**src/hdl/uart_frame_pkg.sv**
```systemverilog
`default_nettype none

package uart_frame_pkg;

    // Payload byte width.
    localparam int DATA_W = 8;

    // Index width of one data bit within the byte.
    localparam int BIT_IDX_W = $clog2(DATA_W);

    // data_bit_num_i codes. Code n selects n + 5 data bits.
    localparam logic [1:0] DLEN_5 = 2'd0;
    localparam logic [1:0] DLEN_6 = 2'd1;
    localparam logic [1:0] DLEN_7 = 2'd2;
    localparam logic [1:0] DLEN_8 = 2'd3;

endpackage

`default_nettype wire

```
**src/hdl/uart_buf_pkg.sv**
```systemverilog
`default_nettype none

package uart_buf_pkg;

    localparam int FIFO_DEPTH = 8;
    localparam int PTR_W      = 3;

    // Occupancy count at which the FIFO reports full.
    localparam logic [PTR_W:0] FIFO_FULL_CNT = (PTR_W + 1)'(FIFO_DEPTH);

    // Clock cycles per serial bit.
    localparam int CLK_PER_BIT = 6;
    localparam int BAUD_CNT_W  = $clog2(CLK_PER_BIT);
    localparam logic [BAUD_CNT_W-1:0] BAUD_LAST = BAUD_CNT_W'(CLK_PER_BIT - 1);

endpackage

`default_nettype wire

```
**src/hdl/host_write_port.sv**
```systemverilog
`timescale 1ns/1ps
`default_nettype none

module host_write_port (
    input  wire                               clk,
    input  wire                               reset_n,
    input  wire                               write_data_i,
    input  wire  [uart_frame_pkg::DATA_W-1:0] data_i,
    output logic                              push_o,
    output logic [uart_frame_pkg::DATA_W-1:0] push_data_o
);

    logic write_d;      // Previous strobe sample.
    logic strobe_fall;

    assign strobe_fall = write_d & ~write_data_i;

    always_ff @(posedge clk or negedge reset_n) begin
        if (!reset_n) begin
            write_d <= 1'b0;
            push_o  <= 1'b0;
        end else begin
            write_d <= write_data_i;
            push_o  <= strobe_fall;  // One cycle wide.
        end
    end

    // Byte goes out together with the push.
    always_ff @(posedge clk) begin
        if (strobe_fall) begin
            push_data_o <= data_i;
        end
    end

endmodule

`default_nettype wire

```
**src/hdl/tx_fifo.sv**
```systemverilog
`timescale 1ns/1ps
`default_nettype none

module tx_fifo (
    input  wire                               clk,
    input  wire                               reset_n,
    input  wire                               push_i,
    input  wire  [uart_frame_pkg::DATA_W-1:0] push_data_i,
    input  wire                               flush_i,
    input  wire                               byte_ack_i,
    output logic                              byte_req_o,
    output logic [uart_frame_pkg::DATA_W-1:0] byte_data_o,
    output logic                              empty_o,
    output logic                              full_o
);
    import uart_frame_pkg::*;
    import uart_buf_pkg::*;

    logic [DATA_W-1:0] mem [FIFO_DEPTH];
    logic [PTR_W-1:0]  wr_ptr;
    logic [PTR_W-1:0]  rd_ptr;
    logic [PTR_W:0]    count;
    logic              do_push;
    logic              do_pop;

    assign empty_o     = (count == '0);
    assign full_o      = (count == FIFO_FULL_CNT);
    assign do_push     = push_i & ~full_o & ~flush_i;  // Full FIFO drops it.
    assign do_pop      = byte_req_o & byte_ack_i & ~flush_i;
    assign byte_data_o = mem[rd_ptr];

    always_ff @(posedge clk) begin
        if (do_push) begin
            mem[wr_ptr] <= push_data_i;
        end
    end

    always_ff @(posedge clk or negedge reset_n) begin
        if (!reset_n) begin
            wr_ptr     <= '0;
            rd_ptr     <= '0;
            count      <= '0;
            byte_req_o <= 1'b0;
        end else if (flush_i) begin
            wr_ptr     <= '0;
            rd_ptr     <= '0;
            count      <= '0;
            byte_req_o <= 1'b0;
        end else begin
            if (do_push) begin
                wr_ptr <= wr_ptr + 1'b1;
            end
            if (do_pop) begin
                rd_ptr <= rd_ptr + 1'b1;
            end
            case ({do_push, do_pop})
                2'b10:   count <= count + 1'b1;
                2'b01:   count <= count - 1'b1;
                default: count <= count;
            endcase
            // Request side of the four-phase handshake.
            if (do_pop) begin
                byte_req_o <= 1'b0;
            end else if (!byte_ack_i && !empty_o) begin
                byte_req_o <= 1'b1;
            end
        end
    end

endmodule

`default_nettype wire

```
**src/hdl/baud_tick_gen.sv**
```systemverilog
`timescale 1ns/1ps
`default_nettype none

module baud_tick_gen (
    input  wire  clk,
    input  wire  reset_n,
    output logic bit_tick_o
);
    import uart_buf_pkg::*;

    logic [BAUD_CNT_W-1:0] cnt;

    always_ff @(posedge clk or negedge reset_n) begin
        if (!reset_n) begin
            cnt        <= '0;
            bit_tick_o <= 1'b0;
        end else if (cnt == BAUD_LAST) begin
            cnt        <= '0;
            bit_tick_o <= 1'b1;  // One tick per bit period.
        end else begin
            cnt        <= cnt + 1'b1;
            bit_tick_o <= 1'b0;
        end
    end

endmodule

`default_nettype wire

```
**src/hdl/uart_frame_tx.sv**
```systemverilog
`timescale 1ns/1ps
`default_nettype none

module uart_frame_tx (
    input  wire                              clk,
    input  wire                              reset_n,
    input  wire                              bit_tick_i,
    input  wire                              byte_req_i,
    input  wire [uart_frame_pkg::DATA_W-1:0] byte_data_i,
    input  wire                              tx_en_i,
    input  wire                              hf_en_i,
    input  wire                              cts_ni,
    input  wire                              parity_en_i,
    input  wire                              parity_type_i,
    input  wire                              stop_bit_num_i,
    input  wire [1:0]                        data_bit_num_i,
    output logic                             byte_ack_o,
    output logic                             tx_o,
    output logic                             trans_fi_o
);
    import uart_frame_pkg::*;

    typedef enum logic [2:0] {
        S_IDLE,
        S_START,
        S_DATA,
        S_PARITY,
        S_STOP
    } state_t;

    state_t               state;
    logic                 cts_meta;
    logic                 cts_sync;
    logic                 can_ack;
    logic                 take;
    logic [DATA_W-1:0]    shreg;
    logic [BIT_IDX_W-1:0] bit_cnt;
    logic [BIT_IDX_W-1:0] last_bit;
    logic [1:0]           cfg_dlen;
    logic                 cfg_par_en;
    logic                 cfg_par_odd;
    logic                 cfg_two_stop;
    logic                 par_acc;
    logic [1:0]           stop_cnt;
    logic [1:0]           stop_last;

    // CTS synchronizer. Starts out as not clear to send.
    always_ff @(posedge clk or negedge reset_n) begin
        if (!reset_n) begin
            cts_meta <= 1'b1;
            cts_sync <= 1'b1;
        end else begin
            cts_meta <= cts_ni;
            cts_sync <= cts_meta;
        end
    end

    assign can_ack   = tx_en_i & ~(hf_en_i & cts_sync);
    assign take      = (state == S_IDLE) & byte_req_i & ~byte_ack_o & can_ack;
    assign stop_last = cfg_two_stop ? 2'd2 : 2'd1;

    always_comb begin
        case (cfg_dlen)
            DLEN_5: last_bit = BIT_IDX_W'(4);
            DLEN_6: last_bit = BIT_IDX_W'(5);
            DLEN_7: last_bit = BIT_IDX_W'(6);
            DLEN_8: last_bit = BIT_IDX_W'(DATA_W - 1);
        endcase
    end

    always_ff @(posedge clk or negedge reset_n) begin
        if (!reset_n) begin
            state        <= S_IDLE;
            byte_ack_o   <= 1'b0;
            tx_o         <= 1'b1;
            trans_fi_o   <= 1'b0;
            bit_cnt      <= '0;
            par_acc      <= 1'b0;
            stop_cnt     <= '0;
            cfg_dlen     <= DLEN_8;
            cfg_par_en   <= 1'b0;
            cfg_par_odd  <= 1'b0;
            cfg_two_stop <= 1'b0;
        end else begin
            trans_fi_o <= 1'b0;
            if (take) begin
                byte_ack_o <= 1'b1;
            end else if (!byte_req_i) begin
                byte_ack_o <= 1'b0;  // Phase four.
            end
            case (state)
                S_IDLE: begin
                    if (take) begin
                        cfg_dlen     <= data_bit_num_i;
                        cfg_par_en   <= parity_en_i;
                        cfg_par_odd  <= parity_type_i;
                        cfg_two_stop <= stop_bit_num_i;
                        state        <= S_START;
                    end
                end
                S_START: begin
                    if (bit_tick_i) begin
                        tx_o     <= 1'b0;
                        bit_cnt  <= '0;
                        par_acc  <= 1'b0;
                        stop_cnt <= '0;
                        state    <= S_DATA;
                    end
                end
                S_DATA: begin
                    if (bit_tick_i) begin
                        tx_o    <= shreg[0];  // LSB first.
                        par_acc <= par_acc ^ shreg[0];
                        bit_cnt <= bit_cnt + 1'b1;
                        if (bit_cnt == last_bit) begin
                            state <= cfg_par_en ? S_PARITY : S_STOP;
                        end
                    end
                end
                S_PARITY: begin
                    if (bit_tick_i) begin
                        tx_o  <= par_acc ^ cfg_par_odd;
                        state <= S_STOP;
                    end
                end
                S_STOP: begin
                    // Last tick here closes the final stop bit.
                    if (bit_tick_i) begin
                        tx_o <= 1'b1;
                        if (stop_cnt == stop_last) begin
                            trans_fi_o <= 1'b1;
                            state      <= S_IDLE;
                        end else begin
                            stop_cnt <= stop_cnt + 1'b1;
                        end
                    end
                end
                default: state <= S_IDLE;
            endcase
        end
    end

    always_ff @(posedge clk) begin
        if (take) begin
            shreg <= byte_data_i;
        end else if (state == S_DATA && bit_tick_i) begin
            shreg <= shreg >> 1;
        end
    end

endmodule

`default_nettype wire

```
**src/hdl/uart_tx_top.sv**
```systemverilog
`timescale 1ns/1ps
`default_nettype none

module uart_tx_top (
    input  wire                              clk,
    input  wire                              reset_n,
    input  wire                              write_data_i,
    input  wire [uart_frame_pkg::DATA_W-1:0] data_i,
    input  wire                              fifo_tx_reset_i,
    input  wire                              tx_en_i,
    input  wire                              hf_en_i,
    input  wire                              cts_ni,
    input  wire                              parity_en_i,
    input  wire                              parity_type_i,
    input  wire                              stop_bit_num_i,
    input  wire [1:0]                        data_bit_num_i,
    output wire                              tx_o,
    output wire                              fifo_tx_empty_o,
    output wire                              fifo_tx_full_o,
    output wire                              trans_fi_o
);
    import uart_frame_pkg::*;

    logic              push;
    logic [DATA_W-1:0] push_data;
    logic              byte_req;
    logic              byte_ack;
    logic [DATA_W-1:0] byte_data;
    logic              bit_tick;

    host_write_port u_write_port (
        .clk          (clk),
        .reset_n      (reset_n),
        .write_data_i (write_data_i),
        .data_i       (data_i),
        .push_o       (push),
        .push_data_o  (push_data)
    );

    tx_fifo u_fifo (
        .clk         (clk),
        .reset_n     (reset_n),
        .push_i      (push),
        .push_data_i (push_data),
        .flush_i     (fifo_tx_reset_i),
        .byte_ack_i  (byte_ack),
        .byte_req_o  (byte_req),
        .byte_data_o (byte_data),
        .empty_o     (fifo_tx_empty_o),
        .full_o      (fifo_tx_full_o)
    );

    baud_tick_gen u_baud (
        .clk        (clk),
        .reset_n    (reset_n),
        .bit_tick_o (bit_tick)
    );

    uart_frame_tx u_frame_tx (
        .clk            (clk),
        .reset_n        (reset_n),
        .bit_tick_i     (bit_tick),
        .byte_req_i     (byte_req),
        .byte_data_i    (byte_data),
        .tx_en_i        (tx_en_i),
        .hf_en_i        (hf_en_i),
        .cts_ni         (cts_ni),
        .parity_en_i    (parity_en_i),
        .parity_type_i  (parity_type_i),
        .stop_bit_num_i (stop_bit_num_i),
        .data_bit_num_i (data_bit_num_i),
        .byte_ack_o     (byte_ack),
        .tx_o           (tx_o),
        .trans_fi_o     (trans_fi_o)
    );

endmodule

`default_nettype wire

```
**config.mk**
```make
export PLATFORM = sky130hd
export DESIGN_NAME = uart_tx_top
export DESIGN_NICKNAME = d
export VERILOG_FILES = /design/src/hdl/uart_frame_pkg.sv /design/src/hdl/uart_buf_pkg.sv /design/src/hdl/host_write_port.sv /design/src/hdl/tx_fifo.sv /design/src/hdl/baud_tick_gen.sv /design/src/hdl/uart_frame_tx.sv /design/src/hdl/uart_tx_top.sv
export SDC_FILE = /design/constraint.sdc
export NUM_CORES = 1
export LEC_CHECK = 0
export BUFFER_PORTS_ARGS = -buffer_cell sky130_fd_sc_hd__buf_4
export CAP_MARGIN = 20
export CORE_UTILIZATION = 40
export DETAILED_ROUTE_END_ITERATION = 8
export PLACE_DENSITY = 0.56
export SYNTH_ARGS = -nofsm -noshare
export SYNTH_HDL_FRONTEND = slang
export SYNTH_SLANG_ARGS = --single-unit
```
**constraint.sdc**
```tcl
create_clock -name clk -period 2.55 [get_ports clk]
set_clock_uncertainty 0.1 [all_clocks]
set_input_delay 0.3825 -clock clk [delete_from_list [all_inputs] [get_ports clk]]
set_output_delay 0.3825 -clock clk [all_outputs]
set_load 0.01 [all_outputs]
```
Word-level counts from Yosys, hierarchy flattened
Memory sizes are Yosys's and may differ from the RTL's.
Cells that the tools add are included.
{"block": "word_totals", "register_bits": 52, "ramBits": 64, "in_bits": 20, "output_inout_bits": 4, "word_cells": 135, "n_memories": 1}
{"memory": "u_fifo.mem", "depth": 8, "word_bits": 8, "read_ports": 1, "rd_ports_with_merged_regs": 0, "wr": 1, "line": "tx_fifo.sv:19", "text": "logic [DATA_W-1:0] mem [FIFO_DEPTH];"}
{"block": "classes", "add_sub_neg": 7, "n_eq_ne": 22, "n_mux": 45, "bitwise_logic": 17, "n_reduce_logical": 20}
{"op": "two-way mux 3 bit", "n": 15}
{"op": "two-way mux 1 bit", "n": 16}
{"op": "two-way mux 8 bit", "n": 2}
{"op": "one-hot mux 3 bit (5 select lines)", "n": 1}
{"op": "adder 3 x 1 -> 3 bit (second input constant)", "n": 4}
{"op": "one-hot mux 3 bit (4 select lines)", "n": 1}
{"op": "bitwise AND 1 bit", "n": 10}
{"op": "inequality test 2 bit (second input constant)", "n": 5}
{"op": "nonzero test 2 bit", "n": 5}
{"op": "two-way mux 2 bit", "n": 4}
{"op": "inequality test 2 x 1 -> 1 bit (second input constant)", "n": 4}
{"op": "one-hot mux 4 bit (2 select lines)", "n": 1}
{"op": "AND reduction 7 bit", "n": 1}
{"op": "== test 2 bit (second input constant)", "n": 3}
{"op": "== test 3 x 2 -> 1 bit (second input constant)", "n": 2}
{"op": "== test 3 bit (second input constant)", "n": 2}
{"op": "one-hot mux 3 bit (2 select lines)", "n": 1}
{"op": "nonzero test 3 bit", "n": 2}
{"op": "NOT 1 bit", "n": 5}
{"op": "AND reduction 5 bit", "n": 1}
{"op": "adder 4 x 1 -> 4 bit (second input constant)", "n": 1}
{"op": "== test 2 x 1 -> 1 bit (second input constant)", "n": 2}
{"op": "== test 4 bit (second input constant)", "n": 1}
{"op": "logical NOT 4 bit", "n": 1}
{"op": "18 further kinds", "n": 21}

Logic depth before layout (Yosys ltp)
Gate-level depths: netlist of the first run.
{"block": "depth", "ltp_word": 7, "mapped_depth": 11, "ltp_nobuf": 9}

Modules after synthesis
A second synthesis of the first run with hierarchy kept.
{"block": "hier_totals", "hier_cells": 314, "area_unflattened_um2": 5026.1}
{"mod": "tx_fifo", "n_inst": 1, "cells_each": 178, "area_per_inst_um2": 3139.3, "seq_area_each_um2": 2197.1}
{"mod": "uart_frame_tx", "n_inst": 1, "cells_each": 114, "area_per_inst_um2": 1432.6, "seq_area_each_um2": 721.9}
{"mod": "host_write_port", "n_inst": 1, "cells_each": 11, "area_per_inst_um2": 304.0, "seq_area_each_um2": 290.3}
{"mod": "baud_tick_gen", "n_inst": 1, "cells_each": 11, "area_per_inst_um2": 150.1, "seq_area_each_um2": 100.1}

Worst setup path before layout of the first run
Ideal clock, no wire load.
{"block": "synth_timing", "path_kind": "register to register", "startpoint": "register u_fifo.count[1]", "endpoint": "register u_fifo.count[2]", "setup_ns": 0.111, "arrival_ns": 2.552, "required_time_ns": 2.339, "slack_ns": -0.213, "path_stages_with_launch": 12, "path_buffers": 2, "synth_period_minus_slack_ns": 2.763, "path_cell_list": "dfrtp_1 > or4b_4 > buf_6 > and2_4 > buf_6 > nor3_4 > xor2_1 > ha_1 > nor2_1 > nor3_1 > o31a_1 > a2111oi_2"}
{"block": "synth_between", "elab_chain_len": 7, "word_cells_on_any_way": 11, "classes_between": "add/sub (2); eq/ne (3); mux (2); bitwise (3); reduce/logical (1)"}
{"element": "start: declaration", "line": "tx_fifo.sv:22", "text": "logic [PTR_W:0] count;"}
{"element": "start signal: assignment", "line": "tx_fifo.sv:57", "text": "2'b10: count <= count + 1'b1;"}
{"element": "start signal: assignment", "line": "tx_fifo.sv:58", "text": "2'b01: count <= count - 1'b1;"}
{"element": "start signal: assignment", "line": "tx_fifo.sv:59", "text": "default: count <= count;"}
{"element": "== test 4 bit", "line": "tx_fifo.sv:27", "text": "assign full_o = (count == FIFO_FULL_CNT);"}
{"element": "NOT 1 bit", "line": "tx_fifo.sv:28", "text": "assign do_push = push_i & ~full_o & ~flush_i;"}
{"element": "bitwise AND 1 bit (2 in series)", "line": "tx_fifo.sv:28"}
{"element": "== test 2 x 1 -> 1 bit / == test 2 bit (equally long branches)", "line": "tx_fifo.sv:56", "text": "case ({do_push, do_pop})"}
{"element": "one-hot mux 4 bit (2 select lines)", "line": "tx_fifo.sv:56"}
{"element": "two-way mux 4 bit", "line": "tx_fifo.sv:44", "text": "end else if (flush_i) begin"}
Parallel ways exist; a longest one is shown, timed or not.
A chain may end at the register's enable or synchronous reset.

Worst setup path after layout of the first run
{"block": "layout_timing", "startpoint": "register u_fifo.count[2]", "endpoint": "register u_fifo.count[3]"}
The elaborated chain is that of the path after synthesis.

==> summary.md, run 1 <==
| Metric | Value |
|---|---|
| Run status | complete, but fails checks |
| Failing checks | design-rule violations |
| Peak Freq | 0.400 GHz |
| Non-Filler Instances | about 530 |
| LEAKAGE | 2.13 nW |
| Transition time at the pin with the least slew margin | 763 ps |
| Place WS | 61.4 ps |
| Mapped Nets | 346 |
| Sequential fraction of the synthesis area | 0.680 |
| # IOs | 24 |
| Crit Path Category | reg2reg |
| Detailed placement HPWL | 5.66 mm |
| Synth Instances | 321 |
| Pwr per Cell Area | 741 mW/mm^2 |
| CORE AREA | 0.0116 mm^2 |
| 1st-iter DRT viols | 233 |
| Dpl cell area | between 0.005 and 0.006 mm^2 |
| Most frequent cells in the layout | edfxtp_1 (80), buf_4 (42), dfrtp_1 (31), nand2_1 (21), o21ai_0 (20) |
| Post-layout min period | 2500 ps |
| ANT cells | 0 |
| Max Root-Sink Buffers | 2 |
| Fraction of layout cells with a size suffix above 1 | 0.280 |
| Clk slew on worst S/H paths | around 60 ps |
| FFs w/ async S/R, synth | 0.310 |
| Worst Path Arrival | 2680 ps |
| Total grt overflow | 0 |
| Residual DRC count | 4 |
| Critical-path maximum fanout | 5 |
| Area growth, synth to finish | 20.6% |
| First-pass GRT wire length | 14.5 mm |
| Clock Tree Root | clkbuf_16 |
| DR WL/cell | around 17 um |
| Top FF cell, synth | edfxtp_1 |
| Class of the worst hold path | in2reg |
| Avg Inst Size Synth | 15.2 um^2 |
| Total GRT Usage | 0.158 |
| CTS Buf Count | 17 |
| Via-to-Cell Ratio | roughly 5.3 |
| Drt pass-1 iters | 6 |
| CTS HTree Levels | 4 |
| Distinct cell type count after synthesis | 55 |
| Final worst setup slack | around 52 ps |
| Sink Count | 116 |
| Drt total wl | roughly 9 mm |
| RePlAce Congestion | around 0.77 |
| Buffers on Ports | 23 |
| Final Max Tran Viols | 0 |
| Final ANT Viol Nets | 0 |
| TritonCTS clock tree | yes |
| Largest net degree at the start of global routing | 37 |
| Critical Path Sink Type | flip-flop |
| Worst EP required | 2730 ps |
| Ys Warns | 0 |
| Antenna violations before repair | 0 |
| CP max stage delay | 550 ps |
| #FFs+latches synth | roughly 120 |
| Slew headroom | 0.491 |
| Final Cell Area | 0.00587 mm^2 |
| Via count | 2,800 |
| Row count | 39 |
| Max IR drop VDD | 499 uV |
| MaxCap Viol Count | 0 |
| Tcrit/Tclk final | 0.980 |
| Final Hold Viols | 0 |
| Setup tns final | 0 ps |
| Die height | 112 um |
| Die width | around 110 um |
| Most common cell after layout, fill and taps aside | edfxtp_1 |
| Number of flops mapped to enable cells by yosys | 80 |
| Clock Latency Late Sink | approximately 410 ps |
| CP max stage cell | or4b_4 |
| Die area | 0.0126 mm^2 |
| Dpl cells | 489 |
| Final setup violation count | 0 |
| Fin nets | just under 400 |
| Vias in the first global route | 2,755 |
| Starting Density | 0.419 |
| Mapped Area | 0.00487 mm^2 |
| Worst setup SP type | flip-flop |
| Crit-path cells | or4b_4 > and2_4 > nor3_4 > ha_1 > a31oi_2 > and3b_1 > nor3_1 > a311oi_1 |
| Unrepaired setup endpoints after global routing | true |
final timing paths:
check,start,endpoint,slack [ps],cells after the start
min,data_i[5],u_write_port.push_data_o[5],50,1
min reg2reg,u_frame_tx.cts_meta,u_frame_tx.cts_sync,250,0
max reg2reg,u_fifo.count[2],u_fifo.count[3],50,8
min in group asynchronous,reset_n,u_frame_tx.state[0],390,2
max,u_fifo.count[2],u_fifo.count[3],50,8
max in group asynchronous,reset_n,u_frame_tx.cts_meta,1610,2
critical path, delay by kind of cell, from the launching register on:
family | cells | cell delay [ps]
AO/OA/AOI/OAI | 2 | 310
adder cells (fa/ha/maj) | 1 | 300
flip-flops | 1 | 410
AND/OR/NAND/NOR | 5 | 1260
cell type report:
class / count / area, um^2
Fill cell: 1009 / 5740
Clock buffer: 18 / 429
Sequential cell: 116 / 3310
Timing Repair Buffer: 45 / 345
Clock inverter: 14 / 115
Inverter: 10 / 37.5
Tap cell: 143 / 179
Multi-Input combinational cell: 179 / 1450
timing repair:
action / 4_1_cts / 5_1_grt
setup buffers: 0 / 1
endpoints found under the setup margin: 0 / 2
endpoints found under the hold margin: 33 / 0
hold buffers: 3 / 0
gates resized for setup: 0 / 2
layer usage:
metal / global-route usage / part of all wire
met3: 0.0454 / 0.030
met1: 0.213 / 0.48
met2: 0.239 / 0.48
met4: 0.0693 / 0.015
met5: 0 / 0
cells by family (layout without fill, tap and decap cells):
logic type / count (synthesis) / count (layout) / synth area share
DFF: 116 / 116 / 0.680
AOI/OAI and AO/OA: 50 / 50 / 0.0651
muxes: 33 / 33 / 0.111
and+or+nand+nor: 83 / 83 / 0.0926
buffers and inverters: 26 / 87 / 0.0242
adders and majority gates: 5 / 5 / 0.0129
xor gates and xnor gates: 8 / 8 / 0.0144
report_power, final:
group | leakage, nW | internal, mW | total, mW | switching, mW
Sequential | 1.18 | 2.04 | 2.07 | 0.0243
Combinational | 0.696 | 0.0631 | 0.132 | 0.0686
Clock | 0.252 | 1.32 | 2.15 | 0.825
Total | 2.13 | 3.43 | 4.35 | 0.918
state kept, by name (all words and copies together), names as in the netlist, 3 cells and up:
| register | count |
|---|---|
| u_fifo.rd_ptr | 3 |
| u_fifo.count | 4 |
| u_write_port.push_data_o | 8 |
| u_frame_tx.shreg | 8 |
| u_fifo.mem | 64 |
| u_frame_tx.bit_cnt | 3 |
| u_baud.cnt | 3 |
| u_frame_tx.state | 3 |
| u_fifo.wr_ptr | 3 |
per-stage QoR:
stage / utilization / power, mW / hold slack (ps)
floorplan: - / 2.16 / -13.1
global placement: 0.454 / 2.23 / 248
detailed placement: 0.454 / 2.23 / 247
CTS: 0.504 / 4.40 / 31.3
global route: 0.505 / 4.50 / 26.7
finish: 0.505 / 4.35 / 50.6
Yosys cell counts, types with 5 or more instances:
cell	n	area [um^2]
edfxtp_1	80	2400
dfrtp_1	31	776
nand2_1	21	78.8
o21ai_0	20	100
mux4_2	16	360
nor2_1	16	60.1
a21oi_1	11	55.1
inv_1	10	37.5
mux2i_1	10	100
nand3_1	10	50.1
clkbuf_1	9	33.8
mux2_2	7	78.8
nor3_1	7	35.0
dfstp_2	5	131
ha_1	5	62.6
nor2b_1	5	31.3
Note: power is estimated with default switching activity, not from simulation.
==> inputs of run 2 (changes only) <==
--- a/config.mk
+++ b/config.mk
@@ -12,4 +12,5 @@
 export PLACE_DENSITY = 0.56
 export SYNTH_ARGS = -nofsm -noshare
 export SYNTH_HDL_FRONTEND = slang
+export SYNTH_HIERARCHICAL = 1
 export SYNTH_SLANG_ARGS = --single-unit
==> run 2 against run 1 <==
Compared with the run above:
- the run now ends clean
- combinational power rose to 4.9 times the previous value
- total power rose by 24%
- largest cell class unchanged
- final cell count grew 2.9%
- setup slack better by 170 ps
- critical endpoint is now u_fifo/count[3]
- clock power up 7%
==> summary.md, run 2 <==
| Metric | Value |
|---|---|
| Critical Path Sink Type | flip-flop |
| Synth Instances | 314 (-2.2%) |
| # IOs | 24 (unchanged) |
| Fin nets | 386 (-2.0%) |
| Most flops, register | u_fifo/mem |
| Sink Count | 116 (unchanged) |
| Crit Path Category | reg2reg |
| Detailed placement HPWL | 5.63 mm (-0.56%) |
| Synth top cells by count | edfxtp_1 (80), dfrtp_1 (31), nand2_1 (21) |
| Peak Freq | 0.429 GHz (+7.2%) |
| CORE AREA | 0.0121 mm^2 (+4.3%) |
| Die area | 0.0130 mm^2 (+3.2%) |
| Slew headroom | 0.448 (-0.0421) |
| Antenna violations before repair | 0 (unchanged) |
| RePlAce Congestion | 0.776 (+0.86%) |
| CTS HTree Levels | 4 (unchanged) |
| TritonCTS clock tree | yes |
| Register area | 0.00331 mm^2 (about the same) |
| Starting Density | 0.415 (-0.00400) |
| Setup tns final | 0 ps (unchanged) |
| Most frequent cells in the layout | edfxtp_1 (80), buf_4 (39), dfrtp_1 (30), nand2_1 (21), clkbuf_16 (17) |
| Fraction of layout cells with a size suffix above 1 | 0.344 (+0.0640) |
| FFs w/ async S/R, synth | 0.310 (unchanged) |
| Post-layout min period | 2330 ps (-169 ps) |
| Sequential share of power | 0.452 (-0.024) |
| Transition time at the pin with the least slew margin | 824 ps (+61.7 ps) |
| First-pass GRT wire length | 15.1 mm (+4.2%) |
| Avg Inst Size Synth | 16.0 um^2 (+5.6%) |
| Final Max Tran Viols | 0 (unchanged) |
| Final ANT Viol Nets | 0 (unchanged) |
| DR WL/cell | 16.9 um (-1.0%) |
| Int Pwr | 4.09 mW (+19%) |
| Mapped Nets | 339 (-2.0%) |
| Clock network fraction of design power | 0.429 (-0.065) |
| Worst Path Arrival | 2530 ps (-150 ps) |
| Critical-path maximum fanout | 8 (+3) |
| Final hold slack | 43.5 ps (-7.09 ps) |
| Distinct cell type count after synthesis | 56 (+1.8%) |
| Max reg flops | 64 (unchanged) |
| Clock Tree Root | clkbuf_16 |
| Top-area cell type share of the netlist area | 0.478 (-0.0157) |
| Final Cell Area | 0.00605 mm^2 (+3.1%) |
| Via count | 2,769 (-1.1%) |
| Launch point of the worst path | u_fifo/count[0] |
| Drt total wl | 9.13 mm (+1.8%) |
| Switching pwr | 1.31 mW (+43%) |
| Number of flops mapped to enable cells by yosys | 80 (unchanged) |
| Max Root-Sink Buffers | 2 (unchanged) |
| Multi-input logic area | 0.00160 mm^2 (+10%) |
| Final setup violation count | 0 (unchanged) |
| Logic pwr share | 0.119 (+0.089) |
| Mux contribution to synthesized area | 0.129 (+0.0179) |
| CTS Buf Count | 17 (unchanged) |
| Dpl cell area | 0.00544 mm^2 (+3.1%) |
| Drt pass-1 iters | 4 (-2) |
| LEAKAGE | 2.24 nW (+5.0%) |
| Clock Latency Late Sink | 410 ps (about the same) |
| Most common cell after layout, fill and taps aside | edfxtp_1 |
| Adder-Cell Fraction of Synth Area | 0.0144 (+0.00158) |
| Cell taking the most area after synthesis | edfxtp_1 |
| Total grt overflow | 0 (unchanged) |
| Pwr per Cell Area | 892 mW/mm^2 (+20%) |
| Via-to-Cell Ratio | 5.13 (-3.9%) |
| Residual DRC count | 0 (-4) |
| Sequential fraction of the synthesis area | 0.658 (-0.0217) |
| Most frequent cell after synthesis | edfxtp_1 |
| Die width | 114 um (+1.6%) |
| Largest net degree at the start of global routing | 37 (unchanged) |
| Max IR drop VDD | 520 uV (+4.3%) |
| #FFs+latches synth | 116 (unchanged) |
| MaxCap Viol Count | 0 (unchanged) |
| Tcrit/Tclk final | 0.914 (-0.0662) |
| Main combinational cell family by area after synthesis | multiplexers |
| Synth area leaders | edfxtp_1 (48%), dfrtp_1 (15%), mux4_2 (7.2%), mux2_2 (2.9%), dfstp_2 (2.6%) |
| Synth Area in Simple Gates | 0.0874 (-0.00519) |
| R2r startpoint | u_fifo/count[0] |
| Mapped Area | 0.00503 mm^2 (+3.3%) |
| Total GRT Usage | 0.161 (+0.00318) |
| Row count | 40 (+2.6%) |
| Class of the worst hold path | in2reg |
| ANT cells | 0 (unchanged) |
| Layout filler cell count | 1,043 (+3.4%) |
| Ys Warns | 6 (+6) |
| Top FF cell, synth | edfxtp_1 |
| Compound-gate portion of the synthesized area | 0.0712 (+0.00614) |
| Worst EP required | 2750 ps (+20 ps) |
| Clk slew on worst S/H paths | 50 ps (about the same) |
| Hold Crit Start | data_i[3] |
| Run status | completed |
| Final Hold Viols | 0 (unchanged) |
| Largest regs | u_fifo/mem (64), u_frame_tx/shreg (8), u_write_port/push_data_o (8) |
| Area growth, synth to finish | 20.4% |
| Vias in the first global route | 2,777 (+0.80%) |
| Die height | 114 um (+1.6%) |
| Synth Area in XOR/XNOR | 0.0157 (+0.00128) |
| Net Sw Frac | 0.242 (+0.0312) |
| Buffers on Ports | 23 (unchanged) |
| Unrepaired setup endpoints after global routing | false |
| 1st-iter DRT viols | 160 (-31%) |
| Worst setup SP type | flip-flop |
==> run 2: final cells by class <==
class	instances	area share
Timing Repair Buffer	42	0.0533
Clock inverter	11	0.0227
Clock buffer	19	0.0715
Tap cell	168	0.0347
Inverter	9	0.00558
Multi-Input combinational cell	175	0.265
Sequential cell	116	0.547
==> run 2: path summary, 6_finish.rpt <==
check,end,slack (ps),cells after the start
worst min-delay path,u_write_port/push_data_o[3],40,1
max in group asynchronous,u_frame_tx/cts_sync,1620,2
worst min register to register,u_frame_tx/cts_sync,260,0
worst max-delay path,u_fifo/count[3],220,8
worst max register to register,u_fifo/count[3],220,8
min in group asynchronous,u_frame_tx/bit_cnt[2],380,2
==> run 2: power by group through the flow <==
stage          Sequential [mW]  Combinational (mW)  Clock, mW
3_3_place_gp              2.47               0.638          0
6_report                  2.44               0.645       2.31
3_5_place_dp              2.48               0.646          0
4_1_cts                   2.44               0.652       2.37
5_1_grt                   2.47               0.720       2.46
2_1_floorplan             2.39               0.544          0
==> run 2: timing repair <==
action / in CTS / in global routing
setup endpoints to repair: 0 / 1
hold buffers: 3 / 0
setup buffers: 0 / 1
gates resized for setup: 0 / 2
hold endpoints to repair: 33 / 0
==> run 2: worst max-delay path: stages, from the launching register on <==
cell     delay, ps
dfrtp_2        470
nor4b_4        400
o21ai_2        160
nor2_2         150
ha_1           290
and3_1         190
o21ai_0        190
o32a_1         210
a21oi_2         50
==> run 2: cells by family (layout without fill, tap and decap cells) <==
| family | Yosys count | count (layout) |
|---|---|---|
| XOR/XNOR | 9 | 9 |
| buffers and inverters | 23 | 81 |
| adder cells (fa/ha/maj) | 6 | 6 |
| flip-flops | 116 | 116 |
| multiplexers | 39 | 39 |
| AO/OA/AOI/OAI | 50 | 50 |
| AND/OR/NAND/NOR | 71 | 71 |
==> run 2: layer usage <==
layer / wire, um / GRT usage / part of all wire / vias up
met2: 4350 / 0.239 / 0.48 / 51
met4: 95 / 0.0675 / 0.010 / 0
met1: 4360 / 0.212 / 0.48 / 1405
met5: 0 / 0 / 0 / -
met3: 325 / 0.0603 / 0.036 / 9
li1: - / - / - / 1304
==> run 2: per-stage QoR <==
step | std cells | setup slack, ps | util | total power, mW
after CTS | 539 | 108 | 0.499 | 5.47
after floorplan | 314 | 172 | - | 2.93
after detailed placement | 506 | 118 | 0.449 | 3.12
final | 540 | 220 | 0.500 | 5.40
after global placement | 506 | 170 | 0.449 | 3.11
after global routing | 540 | 4.97 | 0.500 | 5.65
==> inputs of run 3 (changes only) <==
==> constraint.sdc (replaced) <==
create_clock -name clk -period 2.55 [get_ports clk]
set_clock_uncertainty 0.1 [all_clocks]
set_input_delay 0 -clock clk [delete_from_list [all_inputs] [get_ports clk]]
set_output_delay 0 -clock clk [all_outputs]
set_load 0.01 [all_outputs]
==> run 3 against run 2 <==
Compared with the run above:
- register-to-register slack got worse by 30 ps
- first-iteration DRC count down 27%
- final cell count grew 3.0%
- wire length fell by 2.2%
- via count up 0.94%
- non-clock buffer count grew 14
- flip-flop and latch count unchanged
- worst hold slack worse by 43 ps
- combinational power up 10%
- utilization rose by 1.6 points
- sequential share of layout area shrank 1.7 points
- die area is the same
==> summary.md, run 3 (synthesized netlist as in run 2, its figures left out) <==
| Metric | Value |
|---|---|
| Buffers on Ports | 23 (unchanged) |
| Critical Path Sink Type | flip-flop |
| Clock Latency Late Sink | 410 ps (about the same) |
| Register area | 0.00331 mm^2 (about the same) |
| Unrepaired setup endpoints after global routing | false |
| Worst setup SP type | flip-flop |
| Peak Freq | 0.424 GHz (-1.2%) |
| Most flops, register | u_fifo/mem |
| Largest net degree at the start of global routing | 37 (unchanged) |
| Max IR drop VDD | 518 uV (-0.34%) |
| Final setup violation count | 0 (unchanged) |
| Run status | completed |
| Drt pass-1 iters | 4 (unchanged) |
| Die area | 0.0130 mm^2 (unchanged) |
| Tcrit/Tclk final | 0.925 (+0.0114) |
| Clock Tree Root | clkbuf_16 |
| Vias in the first global route | 2,848 (+2.6%) |
| Most common cell after layout, fill and taps aside | edfxtp_1 |
| Total grt overflow | 0 (unchanged) |
| Final Util | 0.516 (+0.0160) |
| Die height | 114 um (unchanged) |
| LEAKAGE | 2.32 nW (+3.6%) |
| RePlAce Congestion | 0.818 (+5.4%) |
| Via-to-Cell Ratio | 5.03 (-2.0%) |
| ANT cells | 0 (unchanged) |
| Total GRT Usage | 0.158 (-0.00238) |
| Area growth, synth to finish | 24.3% |
| Worst EP required | 2750 ps (about the same) |
| Dpl cells | 506 (unchanged) |
| Slew headroom | 0.604 (+0.155) |
| Pwr per Cell Area | 891 mW/mm^2 (-0.19%) |
| Drt total wl | 8.93 mm (-2.2%) |
| DR WL/cell | 16.1 um (-5.0%) |
| CTS Buf Count | 17 (unchanged) |
| Final ANT Viol Nets | 0 (unchanged) |
| Transition time at the pin with the least slew margin | 590 ps (-234 ps) |
| Crit Path Category | reg2reg |
| Starting Density | 0.415 (unchanged) |
| Layout filler cell count | 1,031 (-1.2%) |
| Post-layout min period | 2360 ps (+29.2 ps) |
| Fin nets | 400 (+3.6%) |
| Most frequent cells in the layout | edfxtp_1 (80), buf_4 (38), dfrtp_1 (31), nand2_1 (21) |
| Sink Count | 116 (unchanged) |
| Critical-path maximum fanout | 8 (unchanged) |
| Die width | 114 um (unchanged) |
| Clk slew on worst S/H paths | 50 ps (about the same) |
| Setup tns final | 0 ps (unchanged) |
| Residual DRC count | 0 (unchanged) |
| Max Root-Sink Buffers | 2 (unchanged) |
| First-pass GRT wire length | 14.9 mm (-1.5%) |
| Via count | 2,795 (+0.94%) |
| Antenna violations before repair | 0 (unchanged) |
| # IOs | 24 (unchanged) |
| Detailed placement HPWL | 5.68 mm (+0.91%) |
| Largest regs | u_fifo/mem (64), u_frame_tx/shreg (8), u_write_port/push_data_o (8) |
| Class of the worst hold path | in2async |
| Multi-input logic area | 0.00160 mm^2 (-0.16%) |
| Worst Path Arrival | 2550 ps (+20 ps) |
| Non-Filler Instances | 556 (+3.0%) |
| Final Hold Viols | 0 (unchanged) |
| Fraction of layout cells with a size suffix above 1 | 0.325 (-0.0193) |
| TritonCTS clock tree | yes |
| 1st-iter DRT viols | 117 (-27%) |
| Row count | 40 (unchanged) |
| MaxCap Viol Count | 0 (unchanged) |
| CORE AREA | 0.0121 mm^2 (unchanged) |
| Max reg flops | 64 (unchanged) |
| CTS HTree Levels | 4 (unchanged) |
| Final Max Tran Viols | 0 (unchanged) |
-- run 3: cell types whose count changed in the layout (fill, tap and decap cells not counted), sizes merged --
cell         delta
clkinvlp        -1
clkinv          +3
dlygate4sd3    +14
clkbuf          -1
bufinv          +1
-- run 3: critical path, cell delays in order, from the launching register on --
cell     delay (ps)
dfrtp_1         480
nor4b_4         430
o21ai_2         160
nor2_1          180
ha_1            300
and3_1          200
o21ai_1         150
o32a_1          190
a21oi_2          50
-- run 3: repair_timing --
item | 4_1_cts | 5_1_grt
setup endpoints to repair | 0 | 1
resized for setup | 0 | 1
buffers inserted | 0 | 1
hold buffers | 17 | 0
endpoints found under the hold margin | 71 | 0
-- run 3: cell type report --
type / instances / area share
Inverter: 9 / 0.00541
Clock inverter: 14 / 0.0298
Sequential cell: 116 / 0.530
Multi-Input combinational cell: 175 / 0.256
Timing Repair Buffer: 56 / 0.0761
Clock buffer: 18 / 0.0687
Tap cell: 168 / 0.0337
-- run 3: power breakdown --
part / total, mW / switching [mW] / internal (mW)
clock: 2.45 / 0.822 / 1.62
combinational: 0.710 / 0.328 / 0.382
sequential: 2.41 / 0.184 / 2.22
total: 5.56 / 1.33 / 4.23
-- run 3: per-stage QoR --
step | cell area (um^2) | total power [mW] | hold slack, ps | setup slack [ps]
finish | 6250 | 5.56 | 0.189 | 191
floorplan | 5030 | 2.93 | -396 | 172
CTS | 6240 | 5.63 | 3.74 | 132
global placement | 5450 | 3.12 | -111 | 222
detailed placement | 5450 | 3.14 | -109 | 125
global route | 6250 | 5.80 | 38.5 | 5.01
-- run 3: metal layers --
layer  GRT usage  part of all wire  vias up
li1            -                 -     1339
met5           0                 0        -
met1       0.207              0.46     1397
met3      0.0503             0.035       15
met4      0.0797             0.019        0
met2       0.240              0.49       44
-- run 3: worst paths after layout --
kind | startpoint | endpoint | slack (ps) | depth (start not counted)
setup / recovery | u_fifo/count[0] | u_fifo/count[3] | 190 | 8
hold / removal | reset_n | u_frame_tx/state[0] | 0.2 | 2
setup reg to reg | u_fifo/count[0] | u_fifo/count[3] | 190 | 8
hold reg to reg | u_frame_tx/cts_meta | u_frame_tx/cts_sync | 260 | 0
max in group asynchronous | reset_n | u_frame_tx/cts_meta | 2000 | 2
min in group clk | hf_en_i | u_frame_tx/byte_ack_o | 70 | 4
